--- src/hw/lcd_pkg.sv ---
`default_nettype none

package lcd_pkg;

	// Instruction codes between the sequencer and the decoder
	typedef enum logic [3:0] {
		INST_WAKE       = 4'd0,
		INST_WAKE4      = 4'd1,
		INST_FUNC_SET   = 4'd2,
		INST_ENTRY_MODE = 4'd3,
		INST_DISPLAY_ON = 4'd4,
		INST_CLEAR      = 4'd5,
		INST_SET_ADDR   = 4'd6,
		INST_WRITE_CHAR = 4'd7,
		INST_NONE       = 4'd15
	} lcd_inst_e;

	localparam int TEXT_DEPTH = 32;
	localparam int LINE_LENGTH = 16;
	localparam int ADDR_W = $clog2(TEXT_DEPTH);
	localparam int CHAR_W = 8;

	// DDRAM start of the second line
	localparam logic [CHAR_W-1:0] LINE2_BASE = 8'h40;

	// 4-bit bus, two lines, 5x8 font
	localparam logic [CHAR_W-1:0] CMD_FUNC_SET = 8'h28;
	localparam logic [CHAR_W-1:0] CMD_ENTRY_MODE = 8'h06;
	localparam logic [CHAR_W-1:0] CMD_DISPLAY_ON = 8'h0C;
	localparam logic [CHAR_W-1:0] CMD_CLEAR = 8'h01;
	localparam logic [CHAR_W-1:0] CMD_SET_ADDR_BIT = 8'h80;

endpackage

`default_nettype wire

--- src/hw/lcd_control_unit.sv ---
`default_nettype none

module lcd_control_unit #(
	parameter int POWERUP_CYCLES = 750000,
	parameter int EN_PULSE_CYCLES = 12,
	parameter int NIBBLE_GAP_CYCLES = 50,
	parameter int CMD_WAIT_CYCLES = 2000,
	parameter int CLEAR_WAIT_CYCLES = 82000,
	parameter int REFRESH_GAP_CYCLES = 100000
) (
	input  wire logic                        clk,
	input  wire logic                        reset,
	output logic                             frame_busy,
	output logic      [lcd_pkg::ADDR_W-1:0]  read_addr,
	input  wire logic [lcd_pkg::CHAR_W-1:0]  read_data,
	output logic      [3:0]                  lcd_data,
	output logic                             lcd_rs,
	output logic                             lcd_en
);

	localparam int AW = lcd_pkg::ADDR_W;
	localparam int LONGEST = (POWERUP_CYCLES > REFRESH_GAP_CYCLES) ?
		POWERUP_CYCLES : REFRESH_GAP_CYCLES;
	localparam int CNT_W = $clog2(LONGEST + 1);

	typedef enum logic [2:0] {
		ST_POWERUP,
		ST_INIT,
		ST_ADDR,
		ST_CHAR,
		ST_FLUSH,
		ST_GAP
	} state_e;

	state_e state;
	lcd_pkg::lcd_inst_e instruction;
	logic [lcd_pkg::CHAR_W-1:0] operand;
	logic [CNT_W-1:0] cnt;
	logic [2:0] init_step;
	logic [AW-1:0] char_cnt;
	logic send_valid;
	logic send_ready;
	logic accepted;
	logic dec_rs;
	logic [lcd_pkg::CHAR_W-1:0] dec_byte;
	logic dec_nibble_only;

	// Wake nibbles, then the four setup commands
	function automatic lcd_pkg::lcd_inst_e init_inst(input logic [2:0] step);
		case (step)
			3'd3: return lcd_pkg::INST_WAKE4;
			3'd4: return lcd_pkg::INST_FUNC_SET;
			3'd5: return lcd_pkg::INST_ENTRY_MODE;
			3'd6: return lcd_pkg::INST_DISPLAY_ON;
			3'd7: return lcd_pkg::INST_CLEAR;
			default: return lcd_pkg::INST_WAKE;
		endcase
	endfunction

	assign accepted = send_valid && send_ready;
	assign read_addr = char_cnt;

	// The counter already points at the next character, so read_data is ready
	always_comb begin
		if (instruction == lcd_pkg::INST_WRITE_CHAR) begin
			operand = read_data;
		end else if (char_cnt >= AW'(lcd_pkg::LINE_LENGTH)) begin
			operand = lcd_pkg::LINE2_BASE;
		end else begin
			operand = '0;
		end
	end

	always_ff @(posedge clk or posedge reset) begin
		if (reset) begin
			state <= ST_POWERUP;
			instruction <= lcd_pkg::INST_NONE;
			cnt <= CNT_W'(POWERUP_CYCLES - 1);
			init_step <= '0;
			char_cnt <= '0;
			send_valid <= 1'b0;
			frame_busy <= 1'b0;
		end else begin
			case (state)
				ST_POWERUP: begin
					if (cnt == '0) begin
						instruction <= init_inst(3'd0);
						send_valid <= 1'b1;
						state <= ST_INIT;
					end else begin
						cnt <= cnt - 1'b1;
					end
				end
				ST_INIT: begin
					if (accepted) begin
						if (init_step == 3'd7) begin
							instruction <= lcd_pkg::INST_SET_ADDR;
							state <= ST_ADDR;
						end else begin
							init_step <= init_step + 1'b1;
							instruction <= init_inst(init_step + 1'b1);
						end
					end
				end
				ST_ADDR: begin
					if (accepted) begin
						if (char_cnt == '0) begin
							frame_busy <= 1'b1;
						end
						instruction <= lcd_pkg::INST_WRITE_CHAR;
						state <= ST_CHAR;
					end
				end
				ST_CHAR: begin
					if (accepted) begin
						char_cnt <= char_cnt + 1'b1;
						if (char_cnt == AW'(lcd_pkg::LINE_LENGTH - 1)) begin
							instruction <= lcd_pkg::INST_SET_ADDR;
							state <= ST_ADDR;
						end else if (char_cnt == AW'(lcd_pkg::TEXT_DEPTH - 1)) begin
							instruction <= lcd_pkg::INST_NONE;
							send_valid <= 1'b0;
							state <= ST_FLUSH;
						end
					end
				end
				// Last character still on its way out
				ST_FLUSH: begin
					if (send_ready) begin
						frame_busy <= 1'b0;
						cnt <= CNT_W'(REFRESH_GAP_CYCLES - 1);
						state <= ST_GAP;
					end
				end
				ST_GAP: begin
					if (cnt == '0) begin
						instruction <= lcd_pkg::INST_SET_ADDR;
						send_valid <= 1'b1;
						state <= ST_ADDR;
					end else begin
						cnt <= cnt - 1'b1;
					end
				end
				default: begin
					state <= ST_POWERUP;
				end
			endcase
		end
	end

	lcd_inst_decode i_lcd_inst_decode (
		.instruction (instruction),
		.operand     (operand),
		.rs          (dec_rs),
		.cmd_byte    (dec_byte),
		.nibble_only (dec_nibble_only)
	);

	lcd_nibble_sender #(
		.EN_PULSE_CYCLES   (EN_PULSE_CYCLES),
		.NIBBLE_GAP_CYCLES (NIBBLE_GAP_CYCLES),
		.CMD_WAIT_CYCLES   (CMD_WAIT_CYCLES),
		.CLEAR_WAIT_CYCLES (CLEAR_WAIT_CYCLES)
	) i_lcd_nibble_sender (
		.clk         (clk),
		.reset       (reset),
		.send_valid  (send_valid),
		.send_ready  (send_ready),
		.rs          (dec_rs),
		.cmd_byte    (dec_byte),
		.nibble_only (dec_nibble_only),
		.lcd_data    (lcd_data),
		.lcd_rs      (lcd_rs),
		.lcd_en      (lcd_en)
	);

endmodule

`default_nettype wire

--- src/hw/lcd_display_top.sv ---
`default_nettype none

module lcd_display_top #(
	// Defaults for a 50 MHz board clock
	parameter int POWERUP_CYCLES = 750000,
	parameter int EN_PULSE_CYCLES = 12,
	parameter int NIBBLE_GAP_CYCLES = 50,
	parameter int CMD_WAIT_CYCLES = 2000,
	parameter int CLEAR_WAIT_CYCLES = 82000,
	parameter int REFRESH_GAP_CYCLES = 100000
) (
	input  wire logic                        clk,
	input  wire logic                        reset,
	input  wire logic                        char_valid,
	output logic                             char_ready,
	input  wire logic [lcd_pkg::ADDR_W-1:0]  char_addr,
	input  wire logic [lcd_pkg::CHAR_W-1:0]  char_data,
	output logic      [3:0]                  lcd_data,
	output logic                             lcd_rs,
	output logic                             lcd_rw,
	output logic                             lcd_en
);

	logic frame_busy;
	logic [lcd_pkg::ADDR_W-1:0] read_addr;
	logic [lcd_pkg::CHAR_W-1:0] read_data;

	// Write-only panel
	assign lcd_rw = 1'b0;

	lcd_text_buffer i_lcd_text_buffer (
		.clk        (clk),
		.reset      (reset),
		.char_valid (char_valid),
		.char_ready (char_ready),
		.char_addr  (char_addr),
		.char_data  (char_data),
		.frame_busy (frame_busy),
		.read_addr  (read_addr),
		.read_data  (read_data)
	);

	lcd_control_unit #(
		.POWERUP_CYCLES     (POWERUP_CYCLES),
		.EN_PULSE_CYCLES    (EN_PULSE_CYCLES),
		.NIBBLE_GAP_CYCLES  (NIBBLE_GAP_CYCLES),
		.CMD_WAIT_CYCLES    (CMD_WAIT_CYCLES),
		.CLEAR_WAIT_CYCLES  (CLEAR_WAIT_CYCLES),
		.REFRESH_GAP_CYCLES (REFRESH_GAP_CYCLES)
	) i_lcd_control_unit (
		.clk        (clk),
		.reset      (reset),
		.frame_busy (frame_busy),
		.read_addr  (read_addr),
		.read_data  (read_data),
		.lcd_data   (lcd_data),
		.lcd_rs     (lcd_rs),
		.lcd_en     (lcd_en)
	);

endmodule

`default_nettype wire

--- src/hw/lcd_inst_decode.sv ---
`default_nettype none

module lcd_inst_decode (
	input  wire lcd_pkg::lcd_inst_e          instruction,
	input  wire logic [lcd_pkg::CHAR_W-1:0]  operand,
	output logic                             rs,
	output logic      [lcd_pkg::CHAR_W-1:0]  cmd_byte,
	output logic                             nibble_only
);

	always_comb begin
		rs = 1'b0;
		cmd_byte = '0;
		nibble_only = 1'b0;
		case (instruction)
			// Wake-up codes only use the upper nibble
			lcd_pkg::INST_WAKE: begin
				cmd_byte = 8'h30;
				nibble_only = 1'b1;
			end
			lcd_pkg::INST_WAKE4: begin
				cmd_byte = 8'h20;
				nibble_only = 1'b1;
			end
			lcd_pkg::INST_FUNC_SET: begin
				cmd_byte = lcd_pkg::CMD_FUNC_SET;
			end
			lcd_pkg::INST_ENTRY_MODE: begin
				cmd_byte = lcd_pkg::CMD_ENTRY_MODE;
			end
			lcd_pkg::INST_DISPLAY_ON: begin
				cmd_byte = lcd_pkg::CMD_DISPLAY_ON;
			end
			lcd_pkg::INST_CLEAR: begin
				cmd_byte = lcd_pkg::CMD_CLEAR;
			end
			lcd_pkg::INST_SET_ADDR: begin
				cmd_byte = lcd_pkg::CMD_SET_ADDR_BIT | operand;
			end
			lcd_pkg::INST_WRITE_CHAR: begin
				rs = 1'b1;
				cmd_byte = operand;
			end
			default: begin
				cmd_byte = '0;
			end
		endcase
	end

endmodule

`default_nettype wire

--- src/hw/lcd_nibble_sender.sv ---
`default_nettype none

module lcd_nibble_sender #(
	parameter int EN_PULSE_CYCLES = 12,
	parameter int NIBBLE_GAP_CYCLES = 50,
	parameter int CMD_WAIT_CYCLES = 2000,
	parameter int CLEAR_WAIT_CYCLES = 82000
) (
	input  wire logic                        clk,
	input  wire logic                        reset,
	input  wire logic                        send_valid,
	output logic                             send_ready,
	input  wire logic                        rs,
	input  wire logic [lcd_pkg::CHAR_W-1:0]  cmd_byte,
	input  wire logic                        nibble_only,
	output logic      [3:0]                  lcd_data,
	output logic                             lcd_rs,
	output logic                             lcd_en
);

	localparam int LONG_STROBE = (EN_PULSE_CYCLES > NIBBLE_GAP_CYCLES) ?
		EN_PULSE_CYCLES : NIBBLE_GAP_CYCLES;
	localparam int LONG_WAIT = (CMD_WAIT_CYCLES > CLEAR_WAIT_CYCLES) ?
		CMD_WAIT_CYCLES : CLEAR_WAIT_CYCLES;
	localparam int LONGEST = (LONG_STROBE > LONG_WAIT) ? LONG_STROBE : LONG_WAIT;
	localparam int CNT_W = $clog2(LONGEST + 2);

	typedef enum logic [2:0] {
		PH_IDLE,
		PH_SETUP,
		PH_PULSE,
		PH_HOLD,
		PH_GAP,
		PH_WAIT
	} phase_e;

	phase_e phase;
	logic [CNT_W-1:0] cnt;
	logic lower;
	logic rs_q;
	logic nibble_only_q;
	logic [lcd_pkg::CHAR_W-1:0] byte_q;
	logic is_clear;

	// Clear needs the long execution time
	assign is_clear = !rs_q && (byte_q == lcd_pkg::CMD_CLEAR);

	assign send_ready = (phase == PH_IDLE);
	assign lcd_en = (phase == PH_PULSE);
	assign lcd_rs = rs_q;
	assign lcd_data = lower ? byte_q[3:0] : byte_q[7:4];

	always_ff @(posedge clk or posedge reset) begin
		if (reset) begin
			phase <= PH_IDLE;
			cnt <= '0;
			lower <= 1'b0;
			rs_q <= 1'b0;
			nibble_only_q <= 1'b0;
			byte_q <= '0;
		end else begin
			case (phase)
				PH_IDLE: begin
					if (send_valid) begin
						rs_q <= rs;
						byte_q <= cmd_byte;
						nibble_only_q <= nibble_only;
						lower <= 1'b0;
						cnt <= CNT_W'(1);
						phase <= PH_SETUP;
					end
				end
				PH_SETUP: begin
					if (cnt == '0) begin
						cnt <= CNT_W'(EN_PULSE_CYCLES - 1);
						phase <= PH_PULSE;
					end else begin
						cnt <= cnt - 1'b1;
					end
				end
				PH_PULSE: begin
					if (cnt == '0) begin
						phase <= PH_HOLD;
					end else begin
						cnt <= cnt - 1'b1;
					end
				end
				PH_HOLD: begin
					if (!lower && !nibble_only_q) begin
						cnt <= CNT_W'(NIBBLE_GAP_CYCLES - 1);
						phase <= PH_GAP;
					end else begin
						cnt <= is_clear ? CNT_W'(CLEAR_WAIT_CYCLES - 1) :
							CNT_W'(CMD_WAIT_CYCLES - 1);
						phase <= PH_WAIT;
					end
				end
				PH_GAP: begin
					if (cnt == '0) begin
						lower <= 1'b1;
						cnt <= CNT_W'(1);
						phase <= PH_SETUP;
					end else begin
						cnt <= cnt - 1'b1;
					end
				end
				PH_WAIT: begin
					if (cnt == '0) begin
						phase <= PH_IDLE;
					end else begin
						cnt <= cnt - 1'b1;
					end
				end
				default: begin
					phase <= PH_IDLE;
				end
			endcase
		end
	end

endmodule

`default_nettype wire

--- src/hw/lcd_text_buffer.sv ---
`default_nettype none

module lcd_text_buffer (
	input  wire logic                        clk,
	input  wire logic                        reset,
	input  wire logic                        char_valid,
	output logic                             char_ready,
	input  wire logic [lcd_pkg::ADDR_W-1:0]  char_addr,
	input  wire logic [lcd_pkg::CHAR_W-1:0]  char_data,
	input  wire logic                        frame_busy,
	input  wire logic [lcd_pkg::ADDR_W-1:0]  read_addr,
	output logic      [lcd_pkg::CHAR_W-1:0]  read_data
);

	logic [lcd_pkg::CHAR_W-1:0] mem [lcd_pkg::TEXT_DEPTH];

	// Host is held off for the whole frame
	assign char_ready = !frame_busy;

	always_ff @(posedge clk or posedge reset) begin
		if (reset) begin
			// Blank screen after reset
			for (int i = 0; i < lcd_pkg::TEXT_DEPTH; i++) begin
				mem[i] <= 8'h20;
			end
		end else if (char_valid && char_ready) begin
			mem[char_addr] <= char_data;
		end
	end

	always_ff @(posedge clk) begin
		read_data <= mem[read_addr];
	end

endmodule

`default_nettype wire

--- config.mk ---
export PLATFORM = sky130hd
export DESIGN_NAME = lcd_display_top
export DESIGN_NICKNAME = d
export VERILOG_FILES = /design/src/hw/lcd_pkg.sv /design/src/hw/lcd_control_unit.sv /design/src/hw/lcd_display_top.sv /design/src/hw/lcd_inst_decode.sv /design/src/hw/lcd_nibble_sender.sv /design/src/hw/lcd_text_buffer.sv
export SDC_FILE = /design/constraint.sdc
export NUM_CORES = 1
export LEC_CHECK = 0
export ABC_AREA = 1
export ABC_CLOCK_PERIOD_IN_PS = 10690
export BUFFER_PORTS_ARGS = -buffer_cell sky130_fd_sc_hd__buf_2
export CAP_MARGIN = 30
export CORE_MARGIN = 4
export CORE_UTILIZATION = 59
export CTS_BUF_LIST = sky130_fd_sc_hd__clkbuf_2
export DETAILED_ROUTE_END_ITERATION = 10
export HOLD_SLACK_MARGIN = 0.02
export PLACE_DENSITY = 0.9
export SETUP_SLACK_MARGIN = 0.1
export SLEW_MARGIN = 30
export SYNTH_ARGS = -nofsm -noshare
export SYNTH_HDL_FRONTEND = slang
export SYNTH_SLANG_ARGS = --single-unit
--- constraint.sdc ---
create_clock -name clk -period 10.69 [get_ports clk]
set_input_delay 2.138 -clock clk [delete_from_list [all_inputs] [get_ports clk]]
set_output_delay 2.138 -clock clk [all_outputs]
set_load 0.005 [all_outputs]
==> results_dict.tcl <==
set metrics [dict create \
    status "complete, no violations" \
    finalWeightedCongestion 0.883 \
    cts.clk_slew.worst_paths_ps 110 \
    critPathKind "register to output pin" \
    finalSetupTns_ps 0 \
    setup_viol 0 \
    cap_viol_max_count 0 \
    synth_edf_count 0 \
    die_x_um 174 \
    commonest_non_fill_non_tap_cell_in_the_layout "sky130_fd_sc_hd__nand2_1" \
    drt_wl_total_um 40400 \
    final.min_clock_period_ps 4050 \
    post-place-ws_ps 6590 \
    dp_hpwl_um 24900 \
    fill_cell_instance_count_of_the_final_layout 2298 \
    grt_setup_unrepaired "no" \
    first_global_vias 13781 \
    synth_net_count 2099 \
    rrSetupSlack_ps 7580 \
    hold-path-cell-count 2 \
    post_drt_via_cell_ratio 5.68 \
    timing_worst_slew_pin_value_ps 957 \
    power_density_mw_per_mm2 160 \
    cp.required_ps 8550 \
    start_kind "register" \
    boundaryPins 24 \
    placeableCoreArea_mm2 0.0271 \
    cts_repair_resize_count 0 \
    total_via_count_after_detailed_routing 14339 \
    syn_to_final_growth_pct 5.55 \
    sequential_cell_area_mm2 0.00833 \
    root_buffer "sky130_fd_sc_hd__clkbuf_2" \
    post_synth_instance_area_mm2 0.0163 \
    yosysSeqAreaShare_pct 51.1 \
    cp_data_arrival_time_ps 1910 \
    drive_gt1_share_pct 12.7 \
    worstHoldStart "i_lcd_text_buffer.mem[74]" \
    die_area_mm2 0.0304 \
    grt_max_degree 178 \
    final_antenna_net_count 0 \
    post_drt_wl_per_cell_um 16.0 \
    finalMaxSlewViolations 0 \
    synth-warning-count 0 \
    die-height_um 174 \
    grt_pass1_wl_um 66800 \
    critical_path.reg2reg.endpoint "i_lcd_text_buffer.read_data[3]" \
    final.period_utilization_pct 37.9 \
    port_buffers 22 \
    nets 2107 \
    peakVddDrop_mv 0.125 \
    synth_top_cell_by_area "sky130_fd_sc_hd__dfrtp_1" \
    fmaxAchievable_mhz 247 \
    avgSynthCellArea_um2 7.88 \
    postCtsHoldBufs 0 \
    floorplan_row_count 60 \
    cts.repair_timing.setup_buffer_count 0 \
    holdCritPathClass "register to register" \
    synth_async_sr_flop_share_pct 97.6 \
    yosys-top-cells-area "sky130_fd_sc_hd__dfrtp_1 (42%), sky130_fd_sc_hd__nand2_1 (14%), sky130_fd_sc_hd__o21ai_0 (12%), sky130_fd_sc_hd__dfstp_2 (7.9%), sky130_fd_sc_hd__nor2_1 (5.8%)" \
    report.final.hold_viol_count 0 \
    cts_buffer_depth 3 \
    end_kind "output pin" \
    detail_route.first_pass.iterations 6 \
    htree_levels 3 \
    clk_latency_ps 1000 \
    initial_core_util_pct 60.2 \
    synth.distinct_cells 40 \
    crit-reg2reg-launch "i_lcd_control_unit.read_addr[0]" \
    critPathMaxFanout 6 \
    remaining_global_route_overflow 0 \
    grt_use_total_pct 26.4 \
    timing.slew.headroom_pct 35.9 \
    synthCells 2070 \
    antenna_found_initial 1 \
    multiInputGateArea_mm2 0.00691 \
    static-leakage-power_nw 8.38 \
    numClockSinks 332 \
    synth.top_cell.area_share_pct 42.2 \
    detailedRoute.firstIterationViolations 1532 \
    worst_slack_ps 6640 \
    tritoncts_clock_tree "built" \
    ys_ff_latch 332 \
    min_delay_worst_endpoint "i_lcd_text_buffer.mem[74]" \
    ys.flop_type "sky130_fd_sc_hd__dfrtp_1" \
    tritoncts.num_buffers 84 \
    logic_depth_of_the_worst_register_to_register_path 8 \
    mostFrequentLayoutCells "sky130_fd_sc_hd__nand2_1 (627), sky130_fd_sc_hd__o21ai_0 (406), sky130_fd_sc_hd__dfrtp_1 (273), sky130_fd_sc_hd__nor2_1 (254), sky130_fd_sc_hd__clkbuf_2 (136)" \
    fin_worst_skew_ps 134 \
    post-route-drc-count 0 \
]
[worst max-delay path by stage]
stage                                               startpoint                         endpoint  slack [ps]  cells after the start
4_1_cts        i_lcd_control_unit.i_lcd_nibble_sender.phase[2]                           lcd_en        6620                      4
5_1_grt        i_lcd_control_unit.i_lcd_nibble_sender.phase[2]                           lcd_en        6470                      4
3_3_place_gp                                             reset  i_lcd_control_unit.read_addr[0]        6610                      4
3_5_place_dp                                             reset  i_lcd_control_unit.read_addr[0]        6590                      4
6_report       i_lcd_control_unit.i_lcd_nibble_sender.phase[2]                           lcd_en        6640                      4
2_1_floorplan                                            reset       i_lcd_control_unit.cnt[10]        4270                      1
[cell families after synthesis]
kind of cell	after synthesis	synth area share, %
compound gates	473	15.2
xor+xnor	18	0.967
fa+ha+maj	13	0.998
buf+inv	211	6.55
flops	332	51.1
other cells	1	0.0230
simple gates	1022	25.2
[through the flow]
step	hold WS, ps	cells	util, %	power, mW	instance area, um^2
finish	491	2523	63.5	2.75	17200
global route	504	2523	63.5	2.91	17200
CTS	492	2519	63.2	2.76	17100
detailed placement	467	2361	60.2	1.88	16300
global placement	460	2359	60.0	1.85	16300
floorplan	448	2070	-	1.78	16300
[where the power goes]
part / switching, mW / internal [mW] / total (mW) / leakage [nW]
combinational: 0.195 / 0.118 / 0.313 / 3.65
clock: 0.544 / 0.346 / 0.890 / 0.626
sequential: 0.0996 / 1.45 / 1.55 / 4.10
total: 0.838 / 1.92 / 2.75 / 8.38
[state kept, by name, indices dropped and copies added, names as in the netlist, 4 cells and up]
name and flops:
i_lcd_control_unit.i_lcd_nibble_sender.cnt 17, i_lcd_control_unit.instruction 4, i_lcd_control_unit.read_addr 5, i_lcd_control_unit.i_lcd_nibble_sender.byte_q 8
i_lcd_text_buffer.read_data 8, i_lcd_control_unit.cnt 20, i_lcd_text_buffer.mem 256
[routing by layer]
metal,up-vias,part of all wire [%],global-route usage [%]
li1,6809,-,-
met1,6769,41,34.9
met4,0,3.1,9.47
met5,-,0,0
met3,116,8.6,5.74
met2,645,48,43.3
[Yosys cell counts (4+ instances only)]
cell type,count
sky130_fd_sc_hd__nor2_1,254
sky130_fd_sc_hd__inv_1,89
sky130_fd_sc_hd__buf_6,30
sky130_fd_sc_hd__dfstp_2,49
sky130_fd_sc_hd__a21oi_1,7
sky130_fd_sc_hd__a31oi_1,10
sky130_fd_sc_hd__nand4_1,12
sky130_fd_sc_hd__inv_2,6
sky130_fd_sc_hd__o21ai_2,5
sky130_fd_sc_hd__nand3_1,87
sky130_fd_sc_hd__o21ai_1,5
sky130_fd_sc_hd__dfrtp_1,275
sky130_fd_sc_hd__xor2_1,13
sky130_fd_sc_hd__ha_1,13
sky130_fd_sc_hd__buf_2,28
sky130_fd_sc_hd__o22ai_1,25
sky130_fd_sc_hd__nor2_2,6
sky130_fd_sc_hd__buf_4,4
sky130_fd_sc_hd__dfxtp_1,8
sky130_fd_sc_hd__o21ai_0,406
sky130_fd_sc_hd__clkbuf_1,47
sky130_fd_sc_hd__xnor2_1,5
sky130_fd_sc_hd__nand2_1,627
sky130_fd_sc_hd__buf_1,5
sky130_fd_sc_hd__nor3_1,20
sky130_fd_sc_hd__nor3_2,4
[critical path, stage by stage (launching register included)]
cell and delay, ps:
sky130_fd_sc_hd__dfrtp_1 460, sky130_fd_sc_hd__inv_1 170, sky130_fd_sc_hd__nand3_1 130, sky130_fd_sc_hd__inv_1 130, sky130_fd_sc_hd__buf_2 130
[layout make-up]
class / instances / share of cell area, %
Sequential cell: 332 / 48.4
Multi-Input combinational cell: 1527 / 40.1
Clock buffer: 136 / 3.96
Tap cell: 372 / 2.71
Inverter: 97 / 2.15
Timing Repair Buffer: 36 / 1.85
Clock inverter: 22 / 0.756
Antenna cell: 1 / 0.0145
Note: power is estimated with default switching activity, not from simulation.
